### config.mk
export PLATFORM = sky130hd
export DESIGN_NAME = clint_top
export DESIGN_NICKNAME = d
export VERILOG_FILES = /design/src/hw/clint_map_pkg.sv /design/src/hw/clint_msg_pkg.sv /design/src/hw/clint_cmd_if.sv /design/src/hw/clint_cmd_buffer.sv /design/src/hw/clint_regs.sv /design/src/hw/clint_timer.sv /design/src/hw/clint_top.sv
export VERILOG_INCLUDE_DIRS = /design/src /design/src/hw
export SDC_FILE = /design/constraint.sdc
export NUM_CORES = 1
export LEC_CHECK = 0
export ABC_AREA = 0
export BUFFER_PORTS_ARGS = -buffer_cell sky130_fd_sc_hd__buf_4
export CAP_MARGIN = 20
export CORE_MARGIN = 4
export CORE_UTILIZATION = 51
export DETAILED_ROUTE_END_ITERATION = 12
export HOLD_SLACK_MARGIN = 0.08
export PLACE_DENSITY = 0.84
export SLEW_MARGIN = 20
export SYNTH_ARGS = -nofsm -noshare
export SYNTH_HDL_FRONTEND = slang
export SYNTH_SLANG_ARGS = --single-unit
### constraint.sdc
create_clock -name clk_i -period 5.55 [get_ports clk_i]
set_clock_uncertainty 0.15 [all_clocks]
set_input_delay 1.11 -clock clk_i [delete_from_list [all_inputs] [get_ports clk_i]]
set_output_delay 1.11 -clock clk_i [all_outputs]
set_load 0.01 [all_outputs]
### src/hw/clint_consts.svh
`ifndef CLINT_CONSTS_SVH
`define CLINT_CONSTS_SVH

// widths of the command and response fields
`define CLINT_DATA_W 64
`define CLINT_ADDR_W 16
`define CLINT_TAG_W 8 // opaque requester tag, echoed back

// register offsets inside the slice
`define CLINT_MSIP_OFS 16'h0000
`define CLINT_MTIMECMP_OFS 16'h4000
`define CLINT_MEIP_OFS 16'h8000
`define CLINT_MTIME_OFS 16'hBFF8

// mtime advances once every this many clocks
`define CLINT_TICK_DIV 8

`endif

### src/hw/clint_map_pkg.sv
`default_nettype none

package clint_map_pkg;

  // decoded target of the buffered command
  typedef enum logic [2:0] {
    e_reg_msip     = 3'd0,
    e_reg_mtimecmp = 3'd1,
    e_reg_meip     = 3'd2,
    e_reg_mtime    = 3'd3,
    e_reg_none     = 3'd4 // unmapped offset
  } clint_reg_e;

  typedef enum logic {
    e_buf_empty = 1'b0,
    e_buf_full  = 1'b1
  } clint_buf_state_e;

endpackage

`default_nettype wire

### src/hw/clint_msg_pkg.sv
`default_nettype none

`include "clint_consts.svh"

package clint_msg_pkg;

  typedef enum logic [1:0] {
    e_op_rd    = 2'b00,
    e_op_wr    = 2'b01,
    e_op_uc_rd = 2'b10, // uncached read
    e_op_uc_wr = 2'b11
  } clint_op_e;

  typedef struct packed {
    clint_op_e                opcode;
    logic [`CLINT_ADDR_W-1:0] addr;
    logic [`CLINT_TAG_W-1:0]  tag;
    logic [`CLINT_DATA_W-1:0] data;
  } clint_cmd_s;

  // opcode, addr and tag come back from the command
  typedef struct packed {
    clint_op_e                opcode;
    logic [`CLINT_ADDR_W-1:0] addr;
    logic [`CLINT_TAG_W-1:0]  tag;
    logic [`CLINT_DATA_W-1:0] data; // read value, zero for writes
  } clint_resp_s;

endpackage

`default_nettype wire

### src/hw/clint_cmd_if.sv
`timescale 1ns/10ps
`default_nettype none

`include "clint_consts.svh"

interface clint_cmd_if;
  import clint_msg_pkg::*;

  logic       v; // buffer holds an entry
  clint_cmd_s cmd;
  logic       yumi; // only while v, pops the entry

  modport buf_mp (
    output v,
    output cmd,
    input  yumi
  );

  modport regs_mp (
    input  v,
    input  cmd,
    output yumi
  );

endinterface

interface clint_timer_if;

  logic                     mtime_set; // load mtime_wdata this cycle
  logic [`CLINT_DATA_W-1:0] mtime_wdata;
  logic [`CLINT_DATA_W-1:0] mtimecmp;
  logic [`CLINT_DATA_W-1:0] mtime;

  modport regs_mp (
    output mtime_set,
    output mtime_wdata,
    output mtimecmp,
    input  mtime
  );

  modport timer_mp (
    input  mtime_set,
    input  mtime_wdata,
    input  mtimecmp,
    output mtime
  );

endinterface

`default_nettype wire

### src/hw/clint_cmd_buffer.sv
`timescale 1ns/10ps
`default_nettype none

module clint_cmd_buffer (
  input  logic                     clk_i,
  input  logic                     rst_n_i,

  input  logic                     cmd_v_i,
  output logic                     cmd_ready_o,
  input  clint_msg_pkg::clint_cmd_s cmd_i,

  clint_cmd_if.buf_mp              cmd_o
);
  import clint_msg_pkg::*;
  import clint_map_pkg::*;

  clint_buf_state_e state_r;
  clint_cmd_s       cmd_r;
  logic             accept;

  assign cmd_ready_o = (state_r == e_buf_empty);
  assign accept      = cmd_v_i & cmd_ready_o;

  always_ff @(posedge clk_i) begin
    if (!rst_n_i) begin
      state_r <= e_buf_empty;
    end else begin
      case (state_r)
        e_buf_empty: begin
          if (cmd_v_i) begin
            state_r <= e_buf_full;
          end
        end
        e_buf_full: begin
          if (cmd_o.yumi) begin // entry consumed downstream
            state_r <= e_buf_empty;
          end
        end
        default: state_r <= e_buf_empty;
      endcase
    end
  end

  always_ff @(posedge clk_i) begin
    if (accept) begin
      cmd_r <= cmd_i;
    end
  end

  assign cmd_o.v   = (state_r == e_buf_full);
  assign cmd_o.cmd = cmd_r;

endmodule

`default_nettype wire

### src/hw/clint_regs.sv
`timescale 1ns/10ps
`default_nettype none

`include "clint_consts.svh"

module clint_regs (
  input  logic                       clk_i,
  input  logic                       rst_n_i,

  clint_cmd_if.regs_mp               cmd,
  clint_timer_if.regs_mp             tmr,

  input  logic                       resp_yumi_i,
  output clint_msg_pkg::clint_resp_s resp_o,

  output logic                       software_irq_o,
  output logic                       external_irq_o
);
  import clint_msg_pkg::*;
  import clint_map_pkg::*;

  clint_reg_e               reg_sel;
  logic                     wr_not_rd;
  logic                     retire;
  logic                     wr_commit;
  logic                     msip_r;
  logic                     meip_r;
  logic [`CLINT_DATA_W-1:0] mtimecmp_r;
  logic [`CLINT_DATA_W-1:0] rdata;

  // offset decode, full compare so aliases stay unmapped
  always_comb begin
    case (cmd.cmd.addr)
      `CLINT_MSIP_OFS:     reg_sel = e_reg_msip;
      `CLINT_MTIMECMP_OFS: reg_sel = e_reg_mtimecmp;
      `CLINT_MEIP_OFS:     reg_sel = e_reg_meip;
      `CLINT_MTIME_OFS:    reg_sel = e_reg_mtime;
      default:             reg_sel = e_reg_none;
    endcase
  end

  assign wr_not_rd = cmd.cmd.opcode inside {e_op_wr, e_op_uc_wr};
  assign retire    = cmd.v & resp_yumi_i;
  assign wr_commit = retire & wr_not_rd;
  assign cmd.yumi  = retire; // never above v

  always_ff @(posedge clk_i) begin
    if (!rst_n_i) begin
      msip_r     <= 1'b0;
      meip_r     <= 1'b0;
      mtimecmp_r <= '0;
    end else if (wr_commit) begin
      case (reg_sel)
        e_reg_msip:     msip_r     <= cmd.cmd.data[0];
        e_reg_meip:     meip_r     <= cmd.cmd.data[0];
        e_reg_mtimecmp: mtimecmp_r <= cmd.cmd.data;
        default:        ; // mtime goes through the timer, none is dropped
      endcase
    end
  end

  // mtime lives in the timer, load it on the retiring edge
  assign tmr.mtime_set   = wr_commit & (reg_sel == e_reg_mtime);
  assign tmr.mtime_wdata = cmd.cmd.data;
  assign tmr.mtimecmp    = mtimecmp_r;

  always_comb begin
    rdata = '0;
    if (!wr_not_rd) begin
      case (reg_sel)
        e_reg_msip:     rdata = `CLINT_DATA_W'(msip_r);
        e_reg_meip:     rdata = `CLINT_DATA_W'(meip_r);
        e_reg_mtimecmp: rdata = mtimecmp_r;
        e_reg_mtime:    rdata = tmr.mtime;
        default:        rdata = '0;
      endcase
    end
  end

  // header echoed straight from the buffered command
  assign resp_o.opcode = cmd.cmd.opcode;
  assign resp_o.addr   = cmd.cmd.addr;
  assign resp_o.tag    = cmd.cmd.tag;
  assign resp_o.data   = rdata;

  assign software_irq_o = msip_r;
  assign external_irq_o = meip_r;

endmodule

`default_nettype wire

### src/hw/clint_timer.sv
`timescale 1ns/10ps
`default_nettype none

`include "clint_consts.svh"

module clint_timer (
  input  logic          clk_i,
  input  logic          rst_n_i,

  clint_timer_if.timer_mp tmr,

  output logic          timer_irq_o
);

  localparam int DIV_W = (`CLINT_TICK_DIV > 1) ? $clog2(`CLINT_TICK_DIV) : 1;
  localparam logic [DIV_W-1:0] DIV_LAST = DIV_W'(`CLINT_TICK_DIV - 1);

  logic [DIV_W-1:0]         div_cnt_r;
  logic                     tick;
  logic [`CLINT_DATA_W-1:0] mtime_r;

  // prescaler, free running from reset release
  assign tick = (div_cnt_r == DIV_LAST);

  always_ff @(posedge clk_i) begin
    if (!rst_n_i) begin
      div_cnt_r <= '0;
    end else if (tick) begin
      div_cnt_r <= '0;
    end else begin
      div_cnt_r <= div_cnt_r + 1'b1;
    end
  end

  // a software set beats the tick
  always_ff @(posedge clk_i) begin
    if (!rst_n_i) begin
      mtime_r <= '0;
    end else if (tmr.mtime_set) begin
      mtime_r <= tmr.mtime_wdata;
    end else if (tick) begin
      mtime_r <= mtime_r + 1'b1;
    end
  end

  assign tmr.mtime = mtime_r;

  // unsigned compare, high out of reset since 0 >= 0
  assign timer_irq_o = (mtime_r >= tmr.mtimecmp);

endmodule

`default_nettype wire

### src/hw/clint_top.sv
`timescale 1ns/10ps
`default_nettype none

`include "clint_consts.svh"

module clint_top (
  input  logic                      clk_i,
  input  logic                      rst_n_i,

  input  logic                      cmd_v_i,
  output logic                      cmd_ready_o,
  input  clint_msg_pkg::clint_op_e  cmd_opcode_i,
  input  logic [`CLINT_ADDR_W-1:0]  cmd_addr_i,
  input  logic [`CLINT_TAG_W-1:0]   cmd_tag_i,
  input  logic [`CLINT_DATA_W-1:0]  cmd_data_i,

  output logic                      resp_v_o,
  input  logic                      resp_yumi_i,
  output clint_msg_pkg::clint_op_e  resp_opcode_o,
  output logic [`CLINT_ADDR_W-1:0]  resp_addr_o,
  output logic [`CLINT_TAG_W-1:0]   resp_tag_o,
  output logic [`CLINT_DATA_W-1:0]  resp_data_o,

  output logic                      software_irq_o,
  output logic                      timer_irq_o,
  output logic                      external_irq_o
);
  import clint_msg_pkg::*;

  clint_cmd_s  cmd_li;
  clint_resp_s resp_lo;

  clint_cmd_if   cmd_if ();
  clint_timer_if tmr_if ();

  assign cmd_li = '{opcode: cmd_opcode_i, addr: cmd_addr_i, tag: cmd_tag_i, data: cmd_data_i};

  clint_cmd_buffer u_cmd_buffer (
    .clk_i       (clk_i),
    .rst_n_i     (rst_n_i),
    .cmd_v_i     (cmd_v_i),
    .cmd_ready_o (cmd_ready_o),
    .cmd_i       (cmd_li),
    .cmd_o       (cmd_if.buf_mp)
  );

  clint_regs u_regs (
    .clk_i          (clk_i),
    .rst_n_i        (rst_n_i),
    .cmd            (cmd_if.regs_mp),
    .tmr            (tmr_if.regs_mp),
    .resp_yumi_i    (resp_yumi_i),
    .resp_o         (resp_lo),
    .software_irq_o (software_irq_o),
    .external_irq_o (external_irq_o)
  );

  clint_timer u_timer (
    .clk_i       (clk_i),
    .rst_n_i     (rst_n_i),
    .tmr         (tmr_if.timer_mp),
    .timer_irq_o (timer_irq_o)
  );

  assign resp_v_o      = cmd_if.v; // response valid while the entry waits
  assign resp_opcode_o = resp_lo.opcode;
  assign resp_addr_o   = resp_lo.addr;
  assign resp_tag_o    = resp_lo.tag;
  assign resp_data_o   = resp_lo.data;

endmodule

`default_nettype wire

## Word level (Yosys, flattened, before mapping)

Cells that the tools add are included.

| word-level totals | value |
|---|---|
| register bits after elaboration | 224 |
| input bits | 94 |
| output and inout bits | 95 |
| logic and storage cells | 44 |

| operators by class | value |
|---|---|
| add/sub/neg operators | 2 |
| $lt $le $gt $ge | 1 |
| equality and inequality tests | 9 |
| multiplexer cells | 8 |
| bitwise gates (word level) | 6 |
| reduce and logical (&&, ||, !) cells | 8 |

Operators by type and width:

| kind | count |
|---|---|
| case mux 64 bit (4 select lines) | 1 |
| 2-to-1 mux 64 bit | 3 |
| adder 64 x 1 -> 64 bit, second input constant | 1 |
| >= comparator 64 bit | 1 |
| == test 16 bit, second input constant | 2 |
| == test 16 x 15 -> 1 bit, second input constant | 1 |
| zero test 16 bit | 1 |
| case mux 3 bit (4 select lines) | 1 |
| == test 3 x 2 -> 1 bit, second input constant | 2 |
| AND reduction 2 bit | 3 |
| bitwise AND 1 bit | 4 |
| nonzero test 2 bit | 2 |
| adder 3 x 1 -> 3 bit, second input constant | 1 |
| == test 3 x 1 -> 1 bit, second input constant | 1 |
| == test 3 bit, second input constant | 1 |
| zero test 3 bit | 1 |
| == test 2 x 1 -> 1 bit, second input constant | 1 |
| == test 2 bit, second input constant | 1 |
| 2-to-1 mux 1 bit | 2 |
| inverter 1 bit | 2 |
| case mux 1 bit (2 select lines) | 1 |
| OR reduction 2 bit | 1 |

## Depth between registers and ports, before layout

Gate-level depths: netlist of run 1.

| depth | value |
|---|---|
| word-level depth | 5 |
| gate-level depth with buffers | 10 |
| gate-level depth less buffers | 8 |

## Cells and area by module

From an unflattened synthesis of run 1, not the netlist that was laid out.

| second synthesis, totals | value |
|---|---|
| cell total of the unflattened synthesis | 1385 |
| area, all modules | 12548.3 µm² |

By module, submodules not included:

| module | instances | cells each | area each (µm²) | sequential area each (µm²) |
|---|---|---|---|---|
| clint_timer | 1 | 671 | 5226.3 | 1341.3 |
| clint_regs | 1 | 619 | 4575.6 | 1321.3 |
| clint_cmd_buffer | 1 | 95 | 2746.4 | 2722.6 |

## Least setup slack after synthesis of run 1

No wires, ideal clock.

| timing | value |
|---|---|
| path kind | input to register |
| from | input port cmd_v_i |
| to | register u_cmd_buffer.cmd_r, in the netlist u_cmd_buffer.cmd_o.cmd[0] (enable) |
| library setup time | 551 ps |
| arrival time | 5066 ps |
| required time | 4849 ps |
| slack | -217 ps |
| stages on the path | 1 |
| path through | nor2b_1 |

| on the way | value |
|---|---|
| cells in the longest elaborated chain, start to end | 1 |

Ends and longest elaborated chain:

| what | line | text |
|---|---|---|
| start: declaration | clint_top.sv:10 | `input logic cmd_v_i,` |
| bitwise AND 1 bit | clint_cmd_buffer.sv:22 | `assign accept = cmd_v_i & cmd_ready_o;` |
| end signal: assignment | clint_cmd_buffer.sv:46 | `cmd_r <= cmd_i;` |
| end: declaration | clint_cmd_buffer.sv:18 | `clint_cmd_s cmd_r;` |

No other way between the ends.
A chain may end at the register's enable or synchronous reset.

## Worst setup path in the final report of run 1

| timing | value |
|---|---|
| from | register u_timer.mtime_r[0] (netlist: u_timer.tmr.mtime[0]) |
| to | output port timer_irq_o |

| on the way | value |
|---|---|
| cells in the longest elaborated chain, start to end | 1 |

Ends and longest elaborated chain:

| what | line | text |
|---|---|---|
| start: declaration | clint_timer.sv:20 | `` logic [`CLINT_DATA_W-1:0] mtime_r; `` |
| start signal: assignment | clint_timer.sv:40 | `mtime_r <= tmr.mtime_wdata;` |
| start signal: assignment | clint_timer.sv:42 | `mtime_r <= mtime_r + 1'b1;` |
| >= comparator 64 bit | clint_timer.sv:49 | `assign timer_irq_o = (mtime_r >= tmr.mtimecmp);` |
| end: declaration | clint_top.sv:25 | `output logic timer_irq_o,` |

No other way between the ends.

==> summary.md, run 1 <==
| Metric | Value |
|---|---|
| Tot Pwr | around 3.6 mW |
| Ys async rst share | 0% |
| Top sig layer | met4 |
| Area Overhead vs Synth | 19.8% |
| Max IR drop VDD | roughly 290 uV |
| CTS clk-pin slew, worst paths | about 0.06 ns |
| Syn Area/Cell | 9.23 sq um |
| Initial DRC Count | 861 |
| Sw frac | 20.4% |
| Post-synth EDFFs | 90 |
| Clock Path Buffers | 3 |
| Critical Path Slowest Stage Cell | a2111oi_0 |
| Setup CP Type | reg2out |
| Core Area | 0.0218 sq mm |
| Final WL | about 30,000 microns |
| Slew @ Worst Pin | 1.08 ns |
| CP max FO | 5 |
| Share of layout cells above drive strength 1 | 18.9% |
| Critical Path Max Stage Delay | 0.61 ns |
| Residual DRC count | 0 |
| CP startpoint kind | flip-flop |
| Cells after DPL | 1,609 |
| Crit. End Element | output pin |
| WL met2 | about 14,000 microns |
| Total CTS buffers | 25 |
| Ys flop type | dfxtp_1 |
| Routed Antenna Nets | 0 |
| Util after Layout | 62.0% |
| RSZ-0062 raised after global routing | false |
| First-pass GRT wire length | roughly 48,000 microns |
| CTS root buffer | clkbuf_16 |
| Critical path arrival | 3.27 ns |
| Vias per cell | 5.75 |
| Initial Util | 51.8% |
| Sequential area share after synthesis | 47.6% |
| Post-CTS sizing | 0 |
| Yosys warns | 0 |
| Initial antenna violation count | 0 |
| Die W | 157 microns |
| DR vias | approximately 9.5k |
| Final Cycle Share | 81.6% |
| CTS tree | yes |
| DR WL/cell | 17.8 microns |
| Setup repair bufs after CTS | 0 |
| Commonest non-fill, non-tap cells in the layout | 198 x buf_4, 160 x nand2_1, 134 x dfxtp_1 |
| Max Slew Vio Count | 0 |
| Worst hold-check path type | reg2reg |
| Unique masters post-synth | 58 |
| Pint | 2.87 mW |
| Final setup TNS | 0 ns |
| Syn Nets | approximately 1.4k |
| Seq cells post-synth | around 220 |
| Largest net degree at the start of global routing | 75 |
| Number of port buffers | roughly 190 |
| Sink Count | 224 |
| Pwr dens | around 270 mW/mm^2 |
| Cells after Synth | roughly 1.2k |
| Most frequent CP cell | a2111oi_0 |
| Post-Place Setup Slack | 1.49 ns |
| Combinational group share of total power | under 10% |
| Hold buffer count at CTS | 0 |
| DP Wirelength | 19,500 microns |
| Metal3 WL | 2400 microns |
| Worst-Skew Late Latency | 0.51 ns |
| Final Setup Violations | 0 |
| Net Sw Power | ~0.74 mW |
| N_diodes | 0 |
| IO Count | ~190 |
| Post-Syn Area | between 0.01 and 0.015 sq mm |
| Finished Layout Cells | 1,654 |
| Crit path cell chain | inv_1 -> ha_1 -> nand2b_1 -> a2111oi_0 -> nor4_1 -> a221o_1 -> a2111oi_0 -> a21oi_1 -> buf_4 |
| Grt ovf | 0 |
| Final nets | around 1.5k |
| Placement row count | 54 |
| Buf/Inv on CP | 2 |
| First-pass detailed-route iteration total | 6 |
| Most common cell after layout, fill and taps aside | buf_4 |
| Gpl congestion | 0.828 |
| Flop pwr share | 49.7% |
| Fin worst setup slack | 1.02 ns |
| Clock Power Share | ~47% |
| Post-route minimum period | 4.53 ns |
| Total GRT Usage | 23.5% |
| Cell family with most CP delay | compound AO/OA/AOI/OAI gates |
| Worst EP required | between 4 and 5 ns |
| Static Leak | 4.94 nW |
| H-Tree Depth | 1 |
| Die Height | 157 microns |
| Number of max-cap violations | 0 |
| Vias in the first global route | around 9.6k |
| Endpoints failing hold | 0 |
| Slew HR | 27.9% |
| Die Area | 0.0246 sq mm |
| Max Clk Rate | ~220 MHz |
| Status | finished clean |
| Met1 Routed Length | between 10,000 and 15,000 microns |
==> logic make-up (layout without fill, tap and decap cells) <==
| logic type | Yosys count | after routing | share of synthesized area (%) |
|---|---|---|---|
| and+or+nand+nor | 423 | 423 | 17.7 |
| buffers and inverters | 172 | 321 | 7.03 |
| DFF | 224 | 224 | 47.6 |
| adders and majority gates | 67 | 67 | 7.42 |
| muxes | 4 | 4 | 0.354 |
| xor gates and xnor gates | 63 | 63 | 4.88 |
| AOI/OAI and AO/OA | 272 | 272 | 15.0 |
==> cell type report <==
cell class | instances | area [sq um]
clock buffers | 40 | 772
clock inverters | 5 | 76.3
fillers | 1792 | 8290
inverters | 77 | 289
multi-input cells | 829 | 5160
flip-flops and latches | 224 | 5390
well taps | 280 | 350
repair buffers | 199 | 1510
==> synthesized netlist by cell type, drive strengths merged (2+ instances only) <==
library cell / number / area share [%]
nand4: 43 / 2.4
and3: 15 / 0.83
nand4b: 2 / 0.16
clkbuf: 34 / 1.1
inv: 76 / 2.5
nor2b: 2 / 0.11
a21oi: 114 / 5.0
nor3b: 4 / 0.31
dfxtp: 134 / 24
a221oi: 4 / 0.31
edfxtp: 90 / 24
or3: 2 / 0.16
a211oi: 38 / 2.6
a21o: 4 / 0.27
buf: 61 / 3.3
mux2i: 4 / 0.35
xnor2: 15 / 1.2
and4: 9 / 0.74
nor3: 12 / 0.58
nor4: 8 / 0.58
xor2: 48 / 3.7
a22oi: 63 / 4.2
ha: 67 / 7.4
nand3: 28 / 1.5
and2: 6 / 0.33
nor2: 123 / 4.2
nand2b: 3 / 0.17
o21ai: 36 / 1.6
a2111oi: 3 / 0.23
o2111ai: 2 / 0.16
nand2: 162 / 5.4
==> final timing paths <==
kind                            slack (ns)  cells past startpoint                                    to                                  from
worst max-delay path                  1.02                      9                           timer_irq_o     u_timer.tmr.mtime[0]$_SDFFE_PN0P_
worst min-delay path                  0.32                      2   u_regs.tmr.mtimecmp[6]$_SDFFE_PN0P_   u_regs.tmr.mtimecmp[6]$_SDFFE_PN0P_
worst max register to register        2.07                      8  u_regs.tmr.mtimecmp[21]$_SDFFE_PN0P_  u_cmd_buffer.cmd_o.cmd[73]$_DFFE_PP_
worst min register to register        0.32                      2   u_regs.tmr.mtimecmp[6]$_SDFFE_PN0P_   u_regs.tmr.mtimecmp[6]$_SDFFE_PN0P_
==> worst min-delay path: cells and delay by family, from the launching register on <==
family	cells	cell delay (ns)
AND/OR/NAND/NOR	1	0.05
flip-flops	1	0.32
AO/OA/AOI/OAI	1	0.05
==> metrics by stage <==
stage / instance area, sq um / hold slack (ns)
after global routing: 13500 / 0.331
final: 13500 / 0.322
after global placement: 12700 / 0.267
after detailed placement: 12700 / 0.313
after CTS: 13500 / 0.321
after floorplan: 11300 / 0.258
==> power by group through the flow <==
stage,logic (mW),clock network (mW),registers (mW)
final,0.130,1.68,1.79
after global routing,0.142,1.78,1.80
after CTS,0.131,1.70,1.79
after detailed placement,0.130,0,1.83
after global placement,0.128,0,1.82
after floorplan,0.0578,0,1.82
==> registers in the layout, summed over array words and instances (netlist names) <==
| signal | flops |
|---|---|
| u_timer.div_cnt_r | 3 |
| u_cmd_buffer.cmd_o.v | 1 |
| u_regs.software_irq_o | 1 |
| u_regs.external_irq_o | 1 |
| u_timer.tmr.mtime | 64 |
| u_cmd_buffer.cmd_o.cmd | 90 |
| u_regs.tmr.mtimecmp | 64 |
==> layer usage <==
| layer | global-route usage (%) | vias to the layer above |
|---|---|---|
| li1 | - | 4558 |
| met1 | 30.4 | 4474 |
| met2 | 39.7 | 408 |
| met3 | 4.54 | 65 |
| met4 | 7.77 | 0 |
| met5 | 0 | - |
Note: power is estimated with default switching activity, not from simulation.
==> run 2: changes to the inputs <==
- ABC_AREA: 0 -> 1
- CORE_UTILIZATION: 51 -> 53
- PLACE_DENSITY: 0.84 -> 0.86
- clock period: 5.55 -> 3.76 ns (I/O delays scaled with it)
==> summary.md, run 2 <==
| Metric | Value |
|---|---|
| CP max FO | 3 (was 5) |
| Fill cells | 2,168 (was 1,792) |
| H-Tree Depth | 1 (unchanged) |
| Max IR drop VDD | 383 uV (was 287 uV) |
| Ys async rst share | 0% (unchanged) |
| Placement row count | 57 (was 54) |
| Final Cycle Share | between 90 and 100% |
| Sequential area share after synthesis | 40.9% (was 47.6%) |
| Worst EP required | 2.86 ns (was 4.29 ns) |
| First-pass detailed-route iteration total | 5 (was 6) |
| Vias in the first global route | 12.0k (was 9,588) |
| Count leader, synth | nand2_1 (unchanged) |
| Post-Place Setup Slack | 0.738 ns (was 1.49 ns) |
| Post-route minimum period | between 3 and 4 ns |
| Hold path depth | 1 (was 2) |
| Crit. End Element | output pin (unchanged) |
| Core Area | 0.0244 sq mm (was 0.0218 sq mm) |
| Syn Nets | 1,967 (was 1,386) |
| Status | finished clean (unchanged) |
| DR vias | 12.5k (was 9,505) |
| Cells after DPL | 2,246 (was 1,609) |
| Total GRT Usage | 27.0% (was 23.5%) |
| Slew HR | 51.1% (was 27.9%) |
| Fin worst setup slack | 0.174 ns (was 1.02 ns) |
| RSZ-0062 raised after global routing | false (unchanged) |
| Setup CP Type | reg2out (unchanged) |
| N_diodes | 0 (unchanged) |
| Post-synth EDFFs | 90 (unchanged) |
| Most frequent cells after synthesis | 657 x nand2_1, 191 x nor2_1, 148 x inv_1 (was 161 x nand2_1, 134 x dfxtp_1, 122 x nor2_1) |
| Post-synth top area cell | edfxtp_1 (unchanged) |
| Worst-Skew Late Latency | 0.54 ns (was 0.51 ns) |
| Die Area | 0.0274 sq mm (was 0.0246 sq mm) |
| Post-Syn Area | 0.0132 sq mm (was 0.0113 sq mm) |
| Syn Area/Cell | 7.29 sq um (was 9.23 sq um) |
| Slew @ Worst Pin | 0.733 ns (was 1.08 ns) |
| Final nets | 2,111 (was 1,517) |
| Endpoints failing hold | 0 (unchanged) |
| Die Height | 166 microns (was 157 microns) |
| Area Overhead vs Synth | 17.5% (was 19.8%) |
| Max Clk Rate | 279 MHz |
| Initial DRC Count | 1,262 (was 861) |
| Sink Count | 224 (unchanged) |
| Routed Antenna Nets | 0 (unchanged) |
| Max Slew Vio Count | 0 (unchanged) |
| Gpl congestion | 0.953 (was 0.828) |
| Tot Pwr | 5.35 mW (was 3.60 mW) |
| Design Area, Final | 0.0155 sq mm (was 0.0135 sq mm) |
| Final setup TNS | 0 ns (unchanged) |
| Initial antenna violation count | 0 (unchanged) |
| Hold buffer count at CTS | 0 (unchanged) |
| Final WL | 38,300 microns (was 29,500 microns) |
| Vias per cell | 5.43 (was 5.75) |
| Unique masters post-synth | 37 (was 58) |
| Number of port buffers | 188 (unchanged) |
| Static Leak | 5.84 nW (was 4.94 nW) |
| DP Wirelength | 28,500 microns (was 19,500 microns) |
| IO Count | 189 (unchanged) |
| CTS clk-pin slew, worst paths | 0.06 ns (about the same) |
| Finished Layout Cells | 2,294 (was 1,654) |
| Most common cell after layout, fill and taps aside | nand2_1 (was buf_4) |
| CTS tree | yes (unchanged) |
| Die W | 166 microns (was 157 microns) |
| Grt ovf | 0 (unchanged) |
| CTS root buffer | clkbuf_16 (unchanged) |
| Largest net degree at the start of global routing | 121 (was 75) |
| Share of layout cells above drive strength 1 | 16.9% (was 18.9%) |
| Seq cells post-synth | 224 (unchanged) |
| Yosys warns | 0 (unchanged) |
| Number of max-cap violations | 0 (unchanged) |
| Critical path arrival | 2.68 ns (was 3.27 ns) |
| Cells after Synth | 1,806 (was 1,225) |
| Ys flop type | dfxtp_1 (unchanged) |
| Total CTS buffers | 26 (was 25) |
| DR WL/cell | 16.7 microns (was 17.8 microns) |
| Pwr dens | 346 mW/mm^2 (was 266 mW/mm^2) |
| Initial Util | 54.0% (was 51.8%) |
| Reg2Reg Depth | 10 (was 8) |
| Max reg flops | 90 (unchanged) |
| Worst hold-check path type | in2reg (was reg2reg) |
| Final Setup Violations | 0 (unchanged) |
| Commonest non-fill, non-tap cells in the layout | 657 x nand2_1, 203 x buf_4, 190 x nor2_1 (was 198 x buf_4, 160 x nand2_1, 134 x dfxtp_1) |
| Clock Path Buffers | 3 (unchanged) |
| Synth top area cells | edfxtp_1 21%, dfxtp_1 20%, nand2_1 19%, ha_1 6.4%, a21oi_1 5.5% (was edfxtp_1 24%, dfxtp_1 24%, ha_1 7.4%, nand2_1 5.3%, a21oi_1 5.0%) |
| CP startpoint kind | flip-flop (unchanged) |
| Share of the synthesized area in the top cell type | 20.5% (was 23.9%) |
| First-pass GRT wire length | 62,300 microns (was 47,600 microns) |
| Residual DRC count | 0 (unchanged) |
| Placed cell area | 0.0146 sq mm (was 0.0127 sq mm) |
## run 2: kinds of logic after synthesis
| logic type | Yosys count | synth area share (%) |
|---|---|---|
| compound gates | 248 | 11.2 |
| xor+xnor | 38 | 2.53 |
| fa+ha+maj | 67 | 6.37 |
| buf+inv | 244 | 8.73 |
| flops | 224 | 40.9 |
| simple gates | 985 | 30.3 |
## run 2: cell type report
| type | count | area, sq um | share of cell area, % |
|---|---|---|---|
| Multi-Input combinational cell | 1338 | 6650 | 43.0 |
| Sequential cell | 224 | 5390 | 34.8 |
| Timing Repair Buffer | 207 | 1600 | 10.3 |
| Clock buffer | 36 | 759 | 4.91 |
| Inverter | 153 | 574 | 3.71 |
| Tap cell | 324 | 405 | 2.62 |
| Clock inverter | 12 | 97.6 | 0.631 |
## run 2: layer usage
metal / routed length, microns / GRT usage, % / share of wire, %
met5: 0 / 0 / 0
met4: 714 / 6.28 / 1.9
met3: 2610 / 4.43 / 6.8
met2: 18200 / 45.0 / 48
met1: 16700 / 37.1 / 44
## run 2: timing repair
action                                  CTS  global route
endpoints found under the setup margin    0             3
setup buffers                             0             0
resized for setup                         0             1
## run 2: power by group
group          internal [mW]  switching, mW  total, mW  leakage [nW]
Combinational         0.0957          0.102      0.198          3.47
Sequential              2.61         0.0427       2.65          1.94
Clock                   1.48           1.03       2.51         0.427
## run 2: metrics by stage
stage | util (%) | hold slack [ns]
4_1_cts | 63.4 | 0.213
2_1_floorplan | - | 0.249
3_3_place_gp | 59.9 | 0.257
6_report | 63.4 | 0.233
3_5_place_dp | 59.9 | 0.271
5_1_grt | 63.4 | 0.208
## run 2: path summary, 6_finish.rpt
check | startpoint | end | slack (ns)
worst min-delay path | cmd_data_i[62] | u_cmd_buffer.cmd_o.cmd[62]$_DFFE_PP_ | 0.23
worst max register to register | u_timer.tmr.mtime[1]$_SDFFE_PN0P_ | u_timer.tmr.mtime[60]$_SDFFE_PN0P_ | 1.21
worst min register to register | u_timer.div_cnt_r[0]$_SDFF_PP0_ | u_timer.div_cnt_r[0]$_SDFF_PP0_ | 0.28
worst max-delay path | u_regs.tmr.mtimecmp[62]$_SDFFE_PN0P_ | timer_irq_o | 0.17
## run 2: worst max-delay path, stage by stage (launching register included)
cell and delay [ns]:
dfxtp_1 0.36, inv_1 0.05, ha_1 0.26, nand2_1 0.04, inv_1 0.08, nand3_1 0.11, nor3_1 0.28, nor3b_1 0.26
buf_4 0.17, nor2b_1 0.16, nand2_1 0.08, nand3_1 0.15, buf_4 0.15
